[src/sine_table.mem]
// quarter-wave sine, one 8-bit unsigned hex entry per line, index 0 to 31
06
13
1F
2C
38
44
50
5C
67
73
7E
88
93
9D
A7
B0
B9
C1
C9
D0
D7
DE
E4
E9
EE
F2
F6
F9
FB
FD
FE
FF

[src/opl_pkg.sv]
// FM synth shared definitions
package opl_pkg;

    localparam int NUM_CHANNELS    = 4;   // channel slots per frame
    localparam int CLK_DIV_COUNT   = 16;  // clocks per sample tick
    localparam int DIV_WIDTH       = $clog2(CLK_DIV_COUNT);
    localparam int FNUM_WIDTH      = 10;
    localparam int BLOCK_WIDTH     = 3;
    localparam int MULT_WIDTH      = 4;
    localparam int TL_WIDTH        = 4;
    localparam int PHASE_WIDTH     = 20;  // phase accumulator
    localparam int SINE_ADDR_WIDTH = 5;   // quarter-wave table address
    localparam int SINE_WIDTH      = 8;   // unsigned table entry
    localparam int PHASE_IDX_WIDTH = SINE_ADDR_WIDTH + 2; // quadrant + index
    localparam int OP_OUT_WIDTH    = 9;   // signed operator output
    localparam int SAMPLE_WIDTH    = 12;  // signed mixed sample
    localparam int SLOT_WIDTH      = 2;
    localparam int REG_WIDTH       = 8;   // register port addr/data

    // upper address nibble selects the register group
    typedef enum logic [3:0] {
        REG_MULT      = 4'h2,
        REG_TL        = 4'h4,
        REG_FNUM_LO   = 4'hA,
        REG_KEY_BLOCK = 4'hB,
        REG_OUTPUT    = 4'hC
    } reg_group_e;

    typedef enum logic {
        SLOT_IDLE,  // waiting for sample tick
        SLOT_RUN    // stepping through slots
    } slot_state_e;

    typedef struct packed {
        logic                   kon;
        logic [BLOCK_WIDTH-1:0] block;
        logic [FNUM_WIDTH-1:0]  fnum;
        logic [MULT_WIDTH-1:0]  mult;
        logic [TL_WIDTH-1:0]    tl;
        logic                   left_en;
        logic                   right_en;
    } chan_cfg_t;

    // phase generator to operator
    typedef struct packed {
        logic                       valid;
        logic                       last;        // slot 3 of the frame
        logic [PHASE_IDX_WIDTH-1:0] phase_index; // top phase bits
        logic [TL_WIDTH-1:0]        tl;
        logic                       kon;
        logic                       left_en;
        logic                       right_en;
    } op_req_t;

    // operator to mixer
    typedef struct packed {
        logic                           valid;
        logic                           last;
        logic                           left_en;
        logic                           right_en;
        logic signed [OP_OUT_WIDTH-1:0] value;
    } slot_out_t;

endpackage

[src/opl_register_file.sv]
// FM synth register file
`timescale 1ns/1ps

module opl_register_file
    import opl_pkg::*;
(
    input  logic                 clk,
    input  logic                 rst_n,
    input  logic                 wr,
    input  logic [REG_WIDTH-1:0] addr,
    input  logic [REG_WIDTH-1:0] data,
    output chan_cfg_t            chan_cfg [NUM_CHANNELS]
);

    reg_group_e            group;     // upper nibble
    logic [SLOT_WIDTH-1:0] chan;      // channel within group
    logic                  chan_ok;   // low nibble in range

    assign group   = reg_group_e'(addr[7:4]);
    assign chan    = addr[SLOT_WIDTH-1:0];
    assign chan_ok = (addr[3:SLOT_WIDTH] == '0);

    always_ff @(posedge clk or negedge rst_n) begin
        if (!rst_n) begin
            for (int i = 0; i < NUM_CHANNELS; i++) begin
                chan_cfg[i] <= '0;  // all keys off, silent
            end
        end else if (wr && chan_ok) begin
            case (group)
                REG_MULT: begin
                    chan_cfg[chan].mult <= data[MULT_WIDTH-1:0];
                end
                REG_TL: begin
                    chan_cfg[chan].tl <= data[TL_WIDTH-1:0];
                end
                REG_FNUM_LO: begin
                    chan_cfg[chan].fnum[7:0] <= data;  // low fnum byte
                end
                REG_KEY_BLOCK: begin
                    chan_cfg[chan].kon       <= data[5];
                    chan_cfg[chan].block     <= data[4:2];
                    chan_cfg[chan].fnum[9:8] <= data[1:0];
                end
                REG_OUTPUT: begin
                    chan_cfg[chan].left_en  <= data[4];
                    chan_cfg[chan].right_en <= data[5];
                end
                default: begin
                    // unmapped group, write dropped
                end
            endcase
        end
    end

    // host must present a clean address and data with the strobe
    a_wr_known: assert property (
        @(posedge clk) disable iff (!rst_n)
        wr |-> !$isunknown({addr, data})
    ) else $error("register write with unknown addr or data");

endmodule

[src/opl_phase_generator.sv]
// FM synth phase generator
`timescale 1ns/1ps

module opl_phase_generator
    import opl_pkg::*;
(
    input  logic      clk,
    input  logic      rst_n,
    input  logic      sample_clk_en,
    input  chan_cfg_t chan_cfg [NUM_CHANNELS],
    output op_req_t   op_req
);

    slot_state_e            state;
    logic [SLOT_WIDTH-1:0]  slot;                  // current slot in frame
    logic [PHASE_WIDTH-1:0] phase [NUM_CHANNELS];  // per-channel accumulators
    chan_cfg_t              cfg;                   // current slot settings
    logic [PHASE_WIDTH-1:0] fnum_shifted;
    logic [PHASE_WIDTH-1:0] phase_inc;
    logic                   last_slot;

    assign cfg          = chan_cfg[slot];
    assign fnum_shifted = PHASE_WIDTH'(cfg.fnum) << cfg.block;
    assign phase_inc    = PHASE_WIDTH'(fnum_shifted * PHASE_WIDTH'(cfg.mult)); // wraps
    assign last_slot    = (slot == SLOT_WIDTH'(NUM_CHANNELS - 1));

    // request reflects the phase before this slot's update
    always_comb begin
        op_req.valid       = (state == SLOT_RUN);
        op_req.last        = (state == SLOT_RUN) && last_slot;
        op_req.phase_index = phase[slot][PHASE_WIDTH-1 -: PHASE_IDX_WIDTH];
        op_req.tl          = cfg.tl;
        op_req.kon         = cfg.kon;
        op_req.left_en     = cfg.left_en;
        op_req.right_en    = cfg.right_en;
    end

    always_ff @(posedge clk or negedge rst_n) begin
        if (!rst_n) begin
            state <= SLOT_IDLE;
            slot  <= '0;
            for (int i = 0; i < NUM_CHANNELS; i++) begin
                phase[i] <= '0;
            end
        end else begin
            case (state)
                SLOT_IDLE: begin
                    slot <= '0;
                    if (sample_clk_en) state <= SLOT_RUN;  // start of frame
                end
                SLOT_RUN: begin
                    phase[slot] <= cfg.kon ? phase[slot] + phase_inc : '0; // key off holds 0
                    slot        <= slot + 1'b1;
                    if (last_slot) state <= SLOT_IDLE;
                end
                default: state <= SLOT_IDLE;
            endcase
        end
    end

    // frame must finish before the divider fires again
    a_no_tick_in_run: assert property (
        @(posedge clk) disable iff (!rst_n)
        (state == SLOT_RUN) |-> !sample_clk_en
    ) else $error("sample tick arrived during slot processing");

endmodule

[src/opl_operator.sv]
// FM synth sine operator
`timescale 1ns/1ps

module opl_operator
    import opl_pkg::*;
(
    input  logic      clk,
    input  logic      rst_n,
    input  op_req_t   op_req,
    output slot_out_t slot_out
);

    // stage 1 holds the table magnitude plus what stage 2 needs
    typedef struct packed {
        logic                  valid;
        logic                  last;
        logic                  negate;   // lower half of the wave
        logic [TL_WIDTH-1:0]   tl;
        logic                  kon;
        logic                  left_en;
        logic                  right_en;
        logic [SINE_WIDTH-1:0] mag;
    } op_stage1_t;

    logic [SINE_WIDTH-1:0]          sine_rom [2**SINE_ADDR_WIDTH]; // quarter wave
    logic [1:0]                     quadrant;
    logic [SINE_ADDR_WIDTH-1:0]     rom_addr;
    op_stage1_t                     s1;
    logic signed [OP_OUT_WIDTH-1:0] signed_val;
    logic signed [OP_OUT_WIDTH-1:0] level_val;

    initial $readmemh("/design/src/sine_table.mem", sine_rom);

    assign quadrant = op_req.phase_index[PHASE_IDX_WIDTH-1 -: 2];
    // odd quadrants run the table backwards, ~i is 31-i
    assign rom_addr = quadrant[0] ? ~op_req.phase_index[SINE_ADDR_WIDTH-1:0]
                                  :  op_req.phase_index[SINE_ADDR_WIDTH-1:0];

    always_ff @(posedge clk or negedge rst_n) begin
        if (!rst_n) begin
            s1 <= '0;
        end else begin
            s1.valid    <= op_req.valid;
            s1.last     <= op_req.last;
            s1.negate   <= quadrant[1];
            s1.tl       <= op_req.tl;
            s1.kon      <= op_req.kon;
            s1.left_en  <= op_req.left_en;
            s1.right_en <= op_req.right_en;
            s1.mag      <= sine_rom[rom_addr];  // registered rom read
        end
    end

    assign signed_val = s1.negate ? -$signed({1'b0, s1.mag}) : $signed({1'b0, s1.mag});
    assign level_val  = signed_val >>> s1.tl;  // tl attenuation, 6 dB per step

    always_ff @(posedge clk or negedge rst_n) begin
        if (!rst_n) begin
            slot_out <= '0;
        end else begin
            slot_out.valid    <= s1.valid;
            slot_out.last     <= s1.last;
            slot_out.left_en  <= s1.left_en;
            slot_out.right_en <= s1.right_en;
            slot_out.value    <= s1.kon ? level_val : '0;  // keyed-off slot is silent
        end
    end

endmodule

[src/opl_channel_mixer.sv]
// FM synth stereo mixer
`timescale 1ns/1ps

module opl_channel_mixer
    import opl_pkg::*;
(
    input  logic                           clk,
    input  logic                           rst_n,
    input  slot_out_t                      slot_out,
    output logic signed [SAMPLE_WIDTH-1:0] sample_l,
    output logic signed [SAMPLE_WIDTH-1:0] sample_r,
    output logic                           sample_valid
);

    logic signed [SAMPLE_WIDTH-1:0] acc_l;     // running left sum
    logic signed [SAMPLE_WIDTH-1:0] acc_r;     // running right sum
    logic signed [SAMPLE_WIDTH-1:0] slot_ext;  // sign-extended slot value
    logic signed [SAMPLE_WIDTH-1:0] add_l;
    logic signed [SAMPLE_WIDTH-1:0] add_r;

    assign slot_ext = SAMPLE_WIDTH'($signed(slot_out.value));
    assign add_l    = slot_out.left_en  ? slot_ext : '0;  // routing gates
    assign add_r    = slot_out.right_en ? slot_ext : '0;

    always_ff @(posedge clk or negedge rst_n) begin
        if (!rst_n) begin
            acc_l        <= '0;
            acc_r        <= '0;
            sample_l     <= '0;
            sample_r     <= '0;
            sample_valid <= 1'b0;
        end else begin
            sample_valid <= 1'b0;  // single-cycle pulse
            if (slot_out.valid) begin
                if (slot_out.last) begin
                    sample_l     <= acc_l + add_l;  // frame complete
                    sample_r     <= acc_r + add_r;
                    acc_l        <= '0;
                    acc_r        <= '0;
                    sample_valid <= 1'b1;
                end else begin
                    acc_l <= acc_l + add_l;
                    acc_r <= acc_r + add_r;
                end
            end
        end
    end

    // one last per frame, so pulses can never touch
    a_valid_pulse: assert property (
        @(posedge clk) disable iff (!rst_n)
        sample_valid |=> !sample_valid
    ) else $error("sample_valid high on consecutive cycles");

endmodule

[src/opl_synth.sv]
// FM synth top level
`timescale 1ns/1ps

module opl_synth
    import opl_pkg::*;
(
    input  logic                           clk,
    input  logic                           rst_n,
    input  logic                           wr,
    input  logic [REG_WIDTH-1:0]           addr,
    input  logic [REG_WIDTH-1:0]           data,
    output logic signed [SAMPLE_WIDTH-1:0] sample_l,
    output logic signed [SAMPLE_WIDTH-1:0] sample_r,
    output logic                           sample_valid
);

    logic [DIV_WIDTH-1:0] div_cnt;   // sample clock divider
    logic                 sample_clk_en;
    chan_cfg_t            chan_cfg [NUM_CHANNELS];
    op_req_t              op_req;
    slot_out_t            slot_out;

    always_ff @(posedge clk or negedge rst_n) begin
        if (!rst_n) begin
            div_cnt       <= '0;
            sample_clk_en <= 1'b0;
        end else begin
            div_cnt       <= (div_cnt == DIV_WIDTH'(CLK_DIV_COUNT - 1)) ? '0 : div_cnt + 1'b1;
            sample_clk_en <= (div_cnt == DIV_WIDTH'(CLK_DIV_COUNT - 1));  // tick on wrap
        end
    end

    opl_register_file u_register_file (
        .clk      (clk),
        .rst_n    (rst_n),
        .wr       (wr),
        .addr     (addr),
        .data     (data),
        .chan_cfg (chan_cfg)
    );

    opl_phase_generator u_phase_generator (
        .clk           (clk),
        .rst_n         (rst_n),
        .sample_clk_en (sample_clk_en),
        .chan_cfg      (chan_cfg),
        .op_req        (op_req)
    );

    opl_operator u_operator (
        .clk      (clk),
        .rst_n    (rst_n),
        .op_req   (op_req),
        .slot_out (slot_out)
    );

    opl_channel_mixer u_channel_mixer (
        .clk          (clk),
        .rst_n        (rst_n),
        .slot_out     (slot_out),
        .sample_l     (sample_l),
        .sample_r     (sample_r),
        .sample_valid (sample_valid)
    );

endmodule

[config.mk]
export PLATFORM = sky130hd
export DESIGN_NAME = opl_synth
export DESIGN_NICKNAME = d
export VERILOG_FILES = /design/src/opl_pkg.sv /design/src/opl_register_file.sv /design/src/opl_phase_generator.sv /design/src/opl_operator.sv /design/src/opl_channel_mixer.sv /design/src/opl_synth.sv
export SDC_FILE = /design/constraint.sdc
export NUM_CORES = 1
export LEC_CHECK = 0
export ABC_AREA = 1
export BUFFER_PORTS_ARGS = -buffer_cell sky130_fd_sc_hd__buf_4
export CORE_MARGIN = 2
export CORE_UTILIZATION = 39
export CTS_CLUSTER_DIAMETER = 120
export DETAILED_ROUTE_END_ITERATION = 7
export HOLD_SLACK_MARGIN = 0.05
export PLACE_DENSITY = 0.76
export SLEW_MARGIN = 25
export SYNTH_ARGS = -nofsm -noshare
export SYNTH_HDL_FRONTEND = slang
export SYNTH_SLANG_ARGS = --single-unit
[constraint.sdc]
create_clock -name clk -period 1.25 [get_ports clk]
set_clock_uncertainty 0.15 [all_clocks]
set_input_delay 0.25 -clock clk [delete_from_list [all_inputs] [get_ports clk]]
set_output_delay 0.25 -clock clk [all_outputs]
set_load 0.02 [all_outputs]
* Word-level counts from Yosys, hierarchy flattened
Cells that the tools add are included.
Word-level totals: output and inout port bits 25, register bits after elaboration 264, input port bits 19, word-level logic and storage cells 133
Cells by class: reductions and logical operators 8, bitwise logic cells 3, shift-type cells 2, $mul 1, eq/ne operators 7, add/sub/neg operators 6, order comparisons 4, multiplexer cells 48
Operator list (number):
- 96-bit bitwise mux | 8
- 96-bit one-hot mux with 5 select lines | 1
- 24-bit demux with 2-bit select | 8
- 20-bit two-way mux | 5
- 80-bit bitwise mux | 1
- 24-bit two-way mux | 3
- 24-bit binary-select mux with 2-bit select | 1
- 12-bit two-way mux | 4
- 20-bit binary-select mux with 2-bit select | 1
- 20-bit demux with 2-bit select | 1
- 12-bit adder | 2
- 23-bit two-way mux | 1
- 20-bit adder | 1
- 20-bit by 4-bit multiplier with 20-bit output | 1
- 10-bit by 3-bit left shift with 20-bit output | 1
- 18-bit two-way mux | 1
- 9-bit two-way mux | 2
- 4-bit equality test (second input constant) | 4
- 10-bit two-way mux | 1
- 8-bit negator with 9-bit output | 1
- 9-bit by 4-bit >>> shifter with 9-bit output | 1
- 3-bit >= comparator (second input constant) | 2
- 3-bit by 1-bit < comparator with 1-bit output (second input constant) | 2
- 6-bit two-way mux | 1
- other kinds (16) | 25

* Depth between registers and ports, before layout
depth in word-level cells 9, mapped depth 4, mapped depth without buffers 4

* Modules after synthesis
Synthesis repeated with hierarchy kept, for this count alone.
Second synthesis, totals: cell total of the unflattened synthesis 2323, area, all modules 16425.8 µm²
Modules (own cells, without submodules):
- opl_phase_generator | instances 1, sequential area each 2077.0 µm², cells each 1098, area each 7683.6 µm²
- opl_register_file | instances 1, sequential area each 2402.3 µm², cells each 737, area each 5072.4 µm²
- opl_channel_mixer | instances 1, sequential area each 1226.2 µm², cells each 452, area each 3204.3 µm²
- opl_operator | instances 1, sequential area each 200.2 µm², cells each 18, area each 271.5 µm²
- opl_synth | instances 1, sequential area each 125.1 µm², cells each 18, area each 193.9 µm²

* Worst setup path before layout
No wires, ideal clock.
path type reg2reg, start point register div_cnt[0], end point register div_cnt[3], setup time 0.066 ns, data arrival time 0.814 ns, data required time 1.034 ns, clock period less this slack 1.030 ns, cell stages (with the launch flop) 5, path slack 0.220 ns, path buffers 0, path through dfrtp_1 -> ha_1 -> nand2_2 -> nand3_1 -> nand2_1
Between the ends: longest elaborated chain between the ends 2, elaborated cells between the ends (all ways) 3, those cells by class add/sub (1); eq/ne (1); mux (1)
RTL lines:
- start, declared | line opl_synth.sv:17 | logic [DIV_WIDTH-1:0] div_cnt;
- start signal, assigned | line opl_synth.sv:28 | div_cnt <= (div_cnt == DIV_WIDTH'(CLK_DIV_COUNT - 1)) ? '0 : div_cnt + 1'b1;
- 4-bit by 1-bit adder with 4-bit output or 4-bit equality test (tied branches) | line opl_synth.sv:28
- 4-bit two-way mux * | line opl_synth.sv:28
Every way passes the cells marked *; elsewhere a longest branch is shown, timed or not. A chain may end at the register's enable or synchronous reset.

* Worst setup path after layout
start point register u_channel_mixer.sample_valid, end point output sample_valid
RTL lines:
- start, declared | line opl_channel_mixer.sv:12 | output logic sample_valid
- start signal, assigned | line opl_channel_mixer.sv:31 | sample_valid <= 1'b0;
- start signal, assigned | line opl_channel_mixer.sv:33 | sample_valid <= 1'b0;
- start signal, assigned | line opl_channel_mixer.sv:40 | sample_valid <= 1'b1;
- end, declared | line opl_synth.sv:14 | output logic sample_valid
No word-level cell between the ends.

==> results.sh <==
export IMPL_outcome="finished, final reports clean"
export IMPL_setup_slack_ps=72.8
export IMPL_p_per_area_nw_per_um2=1220
export IMPL_wl_per_cell_um=7.72
export IMPL_startpoint_type="register"
export IMPL_grt_max_degree=14
export IMPL_synth_distinct_cells=12
export IMPL_die_x_um=44.2
export IMPL_cts_root_buf="clkbuf_4"
export IMPL_finalWirelength_um=633
export IMPL_rsz0062_at_grt="no"
export IMPL_synth_ff_latch_count=13
export IMPL_fmax_mhz=849
export IMPL_cp_cell_sequence="buf_4"
export IMPL_synthCells=60
export IMPL_clock_path_buffers=2
export IMPL_finish_utilization=0.403
export IMPL_async_flop_share=1.00
export IMPL_critPathRequiredTime_ps=850
export IMPL_synth_top_area_cell="dfrtp_1"
export IMPL_boundaryPins=44
export IMPL_initial_core_util=0.418
export IMPL_finalCritPeriodShare=0.942
export IMPL_cts_setup_buffers=0
export IMPL_std_cell_rows=14
export IMPL_synth_top_area_share=0.517
export IMPL_vias=288
export IMPL_place_area_um2=571
export IMPL_cp_arrival_ps=780
export IMPL_place_hpwl_um=519
export IMPL_dieArea_um2=1950
export IMPL_drv_cap=0
export IMPL_post_cts_resize_count=0
export IMPL_synth_main_ff_cell="dfrtp_1"
export IMPL_setup_viol=0
export IMPL_hold_violations=0
export IMPL_synth_area_leaders="dfrtp_1, buf_4, ha_1"
export IMPL_drc=0
export IMPL_place_congestion=0.609
export IMPL_fin_setup_tns_ps=0
export IMPL_dp_slack_ps=154
export IMPL_fp_coreArea_um2=1510
export IMPL_synth_most_common_cell="buf_4"
export IMPL_antenna_found_initial=0
export IMPL_grt_pass1_vias=273
export IMPL_min_period_ps=1180
export IMPL_crit_fanout=1
export IMPL_crit_path_top_delay_cell="dfrtp_1"
export IMPL_path_clk_slew_ps=70
export IMPL_synth_warning_count=0
export IMPL_ys_seq_area_frac=0.517
export IMPL_cts_made_buffers=3
export IMPL_synth_area_per_cell_um2=10.5
export IMPL_power_leakage_nw=0.377
export IMPL_placed_cells=77
export IMPL_nets=88
export IMPL_worst_setup_path_type="reg2out"
export IMPL_finalInstanceArea_um2=607
export IMPL_drtIter0Drc=1
export IMPL_drive_gt1_frac=0.106
export IMPL_grt_pass1_wl_um=1060
export IMPL_area_delta_synth_final_pct=-3.58
export IMPL_path_delay_family="flip-flops"
export IMPL_endpoint_kind="output port"
export IMPL_vdd_drop_max_uv=618
export IMPL_hold_path_class="reg2reg"
export IMPL_critPathMaxStageDelay_ps=360
export IMPL_synthTopCellsByCount="buf_4, dfrtp_1, inv_1, nand2_1, nor2_1"
export IMPL_cts_tree="done"
export IMPL_grt_ovfl_total=0
export IMPL_maxSlewViolCount=0
export IMPL_crit_buf_inv=1
export IMPL_via_per_inst=3.51
export IMPL_dr_pass1_iters=2
export IMPL_instances_no_fill=82
export IMPL_track_usage=0.0838
export IMPL_numClockSinks=13
export IMPL_die_h_um=44.2
export IMPL_worst_skew_pair_late_latency_ps=260
export IMPL_port_buffers=2
export IMPL_ant_nets=0
export IMPL_syn_cell_area_um2=629
export IMPL_synth_edf_count=0
export IMPL_antenna_cells=0
export IMPL_htree_levels=1
==> sequential cells by signal, summed over array words and instances, names as in the netlist <==
register / cells
div_cnt: 4
u_phase_generator.state: 1
u_channel_mixer.sample_valid: 1
u_phase_generator.slot: 2
sample_clk_en: 1
u_operator.slot_out: 2
u_operator.s1: 2
==> final timing paths <==
path	from	endpoint	slack, ps	depth (start not counted)
setup / recovery	u_channel_mixer.sample_valid	sample_valid	70	1
hold / removal	u_operator.s1[16]	u_operator.slot_out[11]	200	0
setup reg to reg	div_cnt[0]	div_cnt[0]	150	4
hold reg to reg	u_operator.s1[16]	u_operator.slot_out[11]	200	0
max in group asynchronous	rst_n	div_cnt[0]	590	2
min in group asynchronous	rst_n	div_cnt[2]	210	2
==> through the flow <==
| stage | power, mW | hold slack [ps] |
|---|---|---|
| finish | 0.738 | 204 |
| global route | 0.791 | 206 |
| detailed placement | 0.501 | -51.8 |
| CTS | 0.750 | 201 |
| floorplan | 0.549 | -196 |
| global placement | 0.501 | -54.3 |
==> where the power goes <==
part	leakage [nW]	switching (mW)	total (mW)	internal [mW]
combinational	0.188	0.0716	0.0758	0.00418
sequential	0.174	0	0.420	0.420
clock	0.0150	0.118	0.242	0.123
==> logic make-up after synthesis <==
kind of cell,synth area share
AOI/OAI and AO/OA,0.0179
xor gates and xnor gates,0.0139
adders and majority gates,0.0398
buffers and inverters,0.322
DFF,0.517
other,0.00596
and+or+nand+nor,0.0835
==> what timing repair did <==
action | in CTS | in global routing
endpoints found under the hold margin | 13 | 0
hold buffers | 1 | 0
setup endpoints to repair | 0 | 0
==> cells in the final DEF (no fill, tap or decap), types with 2 or more instances in the layout <==
cell and count:
buf_4 2, clkbuf_4 3, conb_1 24, dfrtp_1 13, ha_1 2, inv_1 6
nand2_1 4, nand3_1 2, nor2_1 4
==> area by class of cell <==
class	instances	area (um^2)
Clock buffer	4	26.3
Tap cell	16	20.0
Multi-Input combinational cell	40	188
Fill cell	161	900
Timing Repair Buffer	3	25.0
Inverter	6	22.5
Sequential cell	13	325
==> routing by layer <==
layer,part of all wire,global-route usage,up-vias
met5,0,0,-
met4,0.0079,0.0545,0
met3,0.081,0.0612,2
met2,0.52,0.129,12
met1,0.39,0.0779,130
li1,-,-,144
Note: power is estimated with default switching activity, not from simulation.
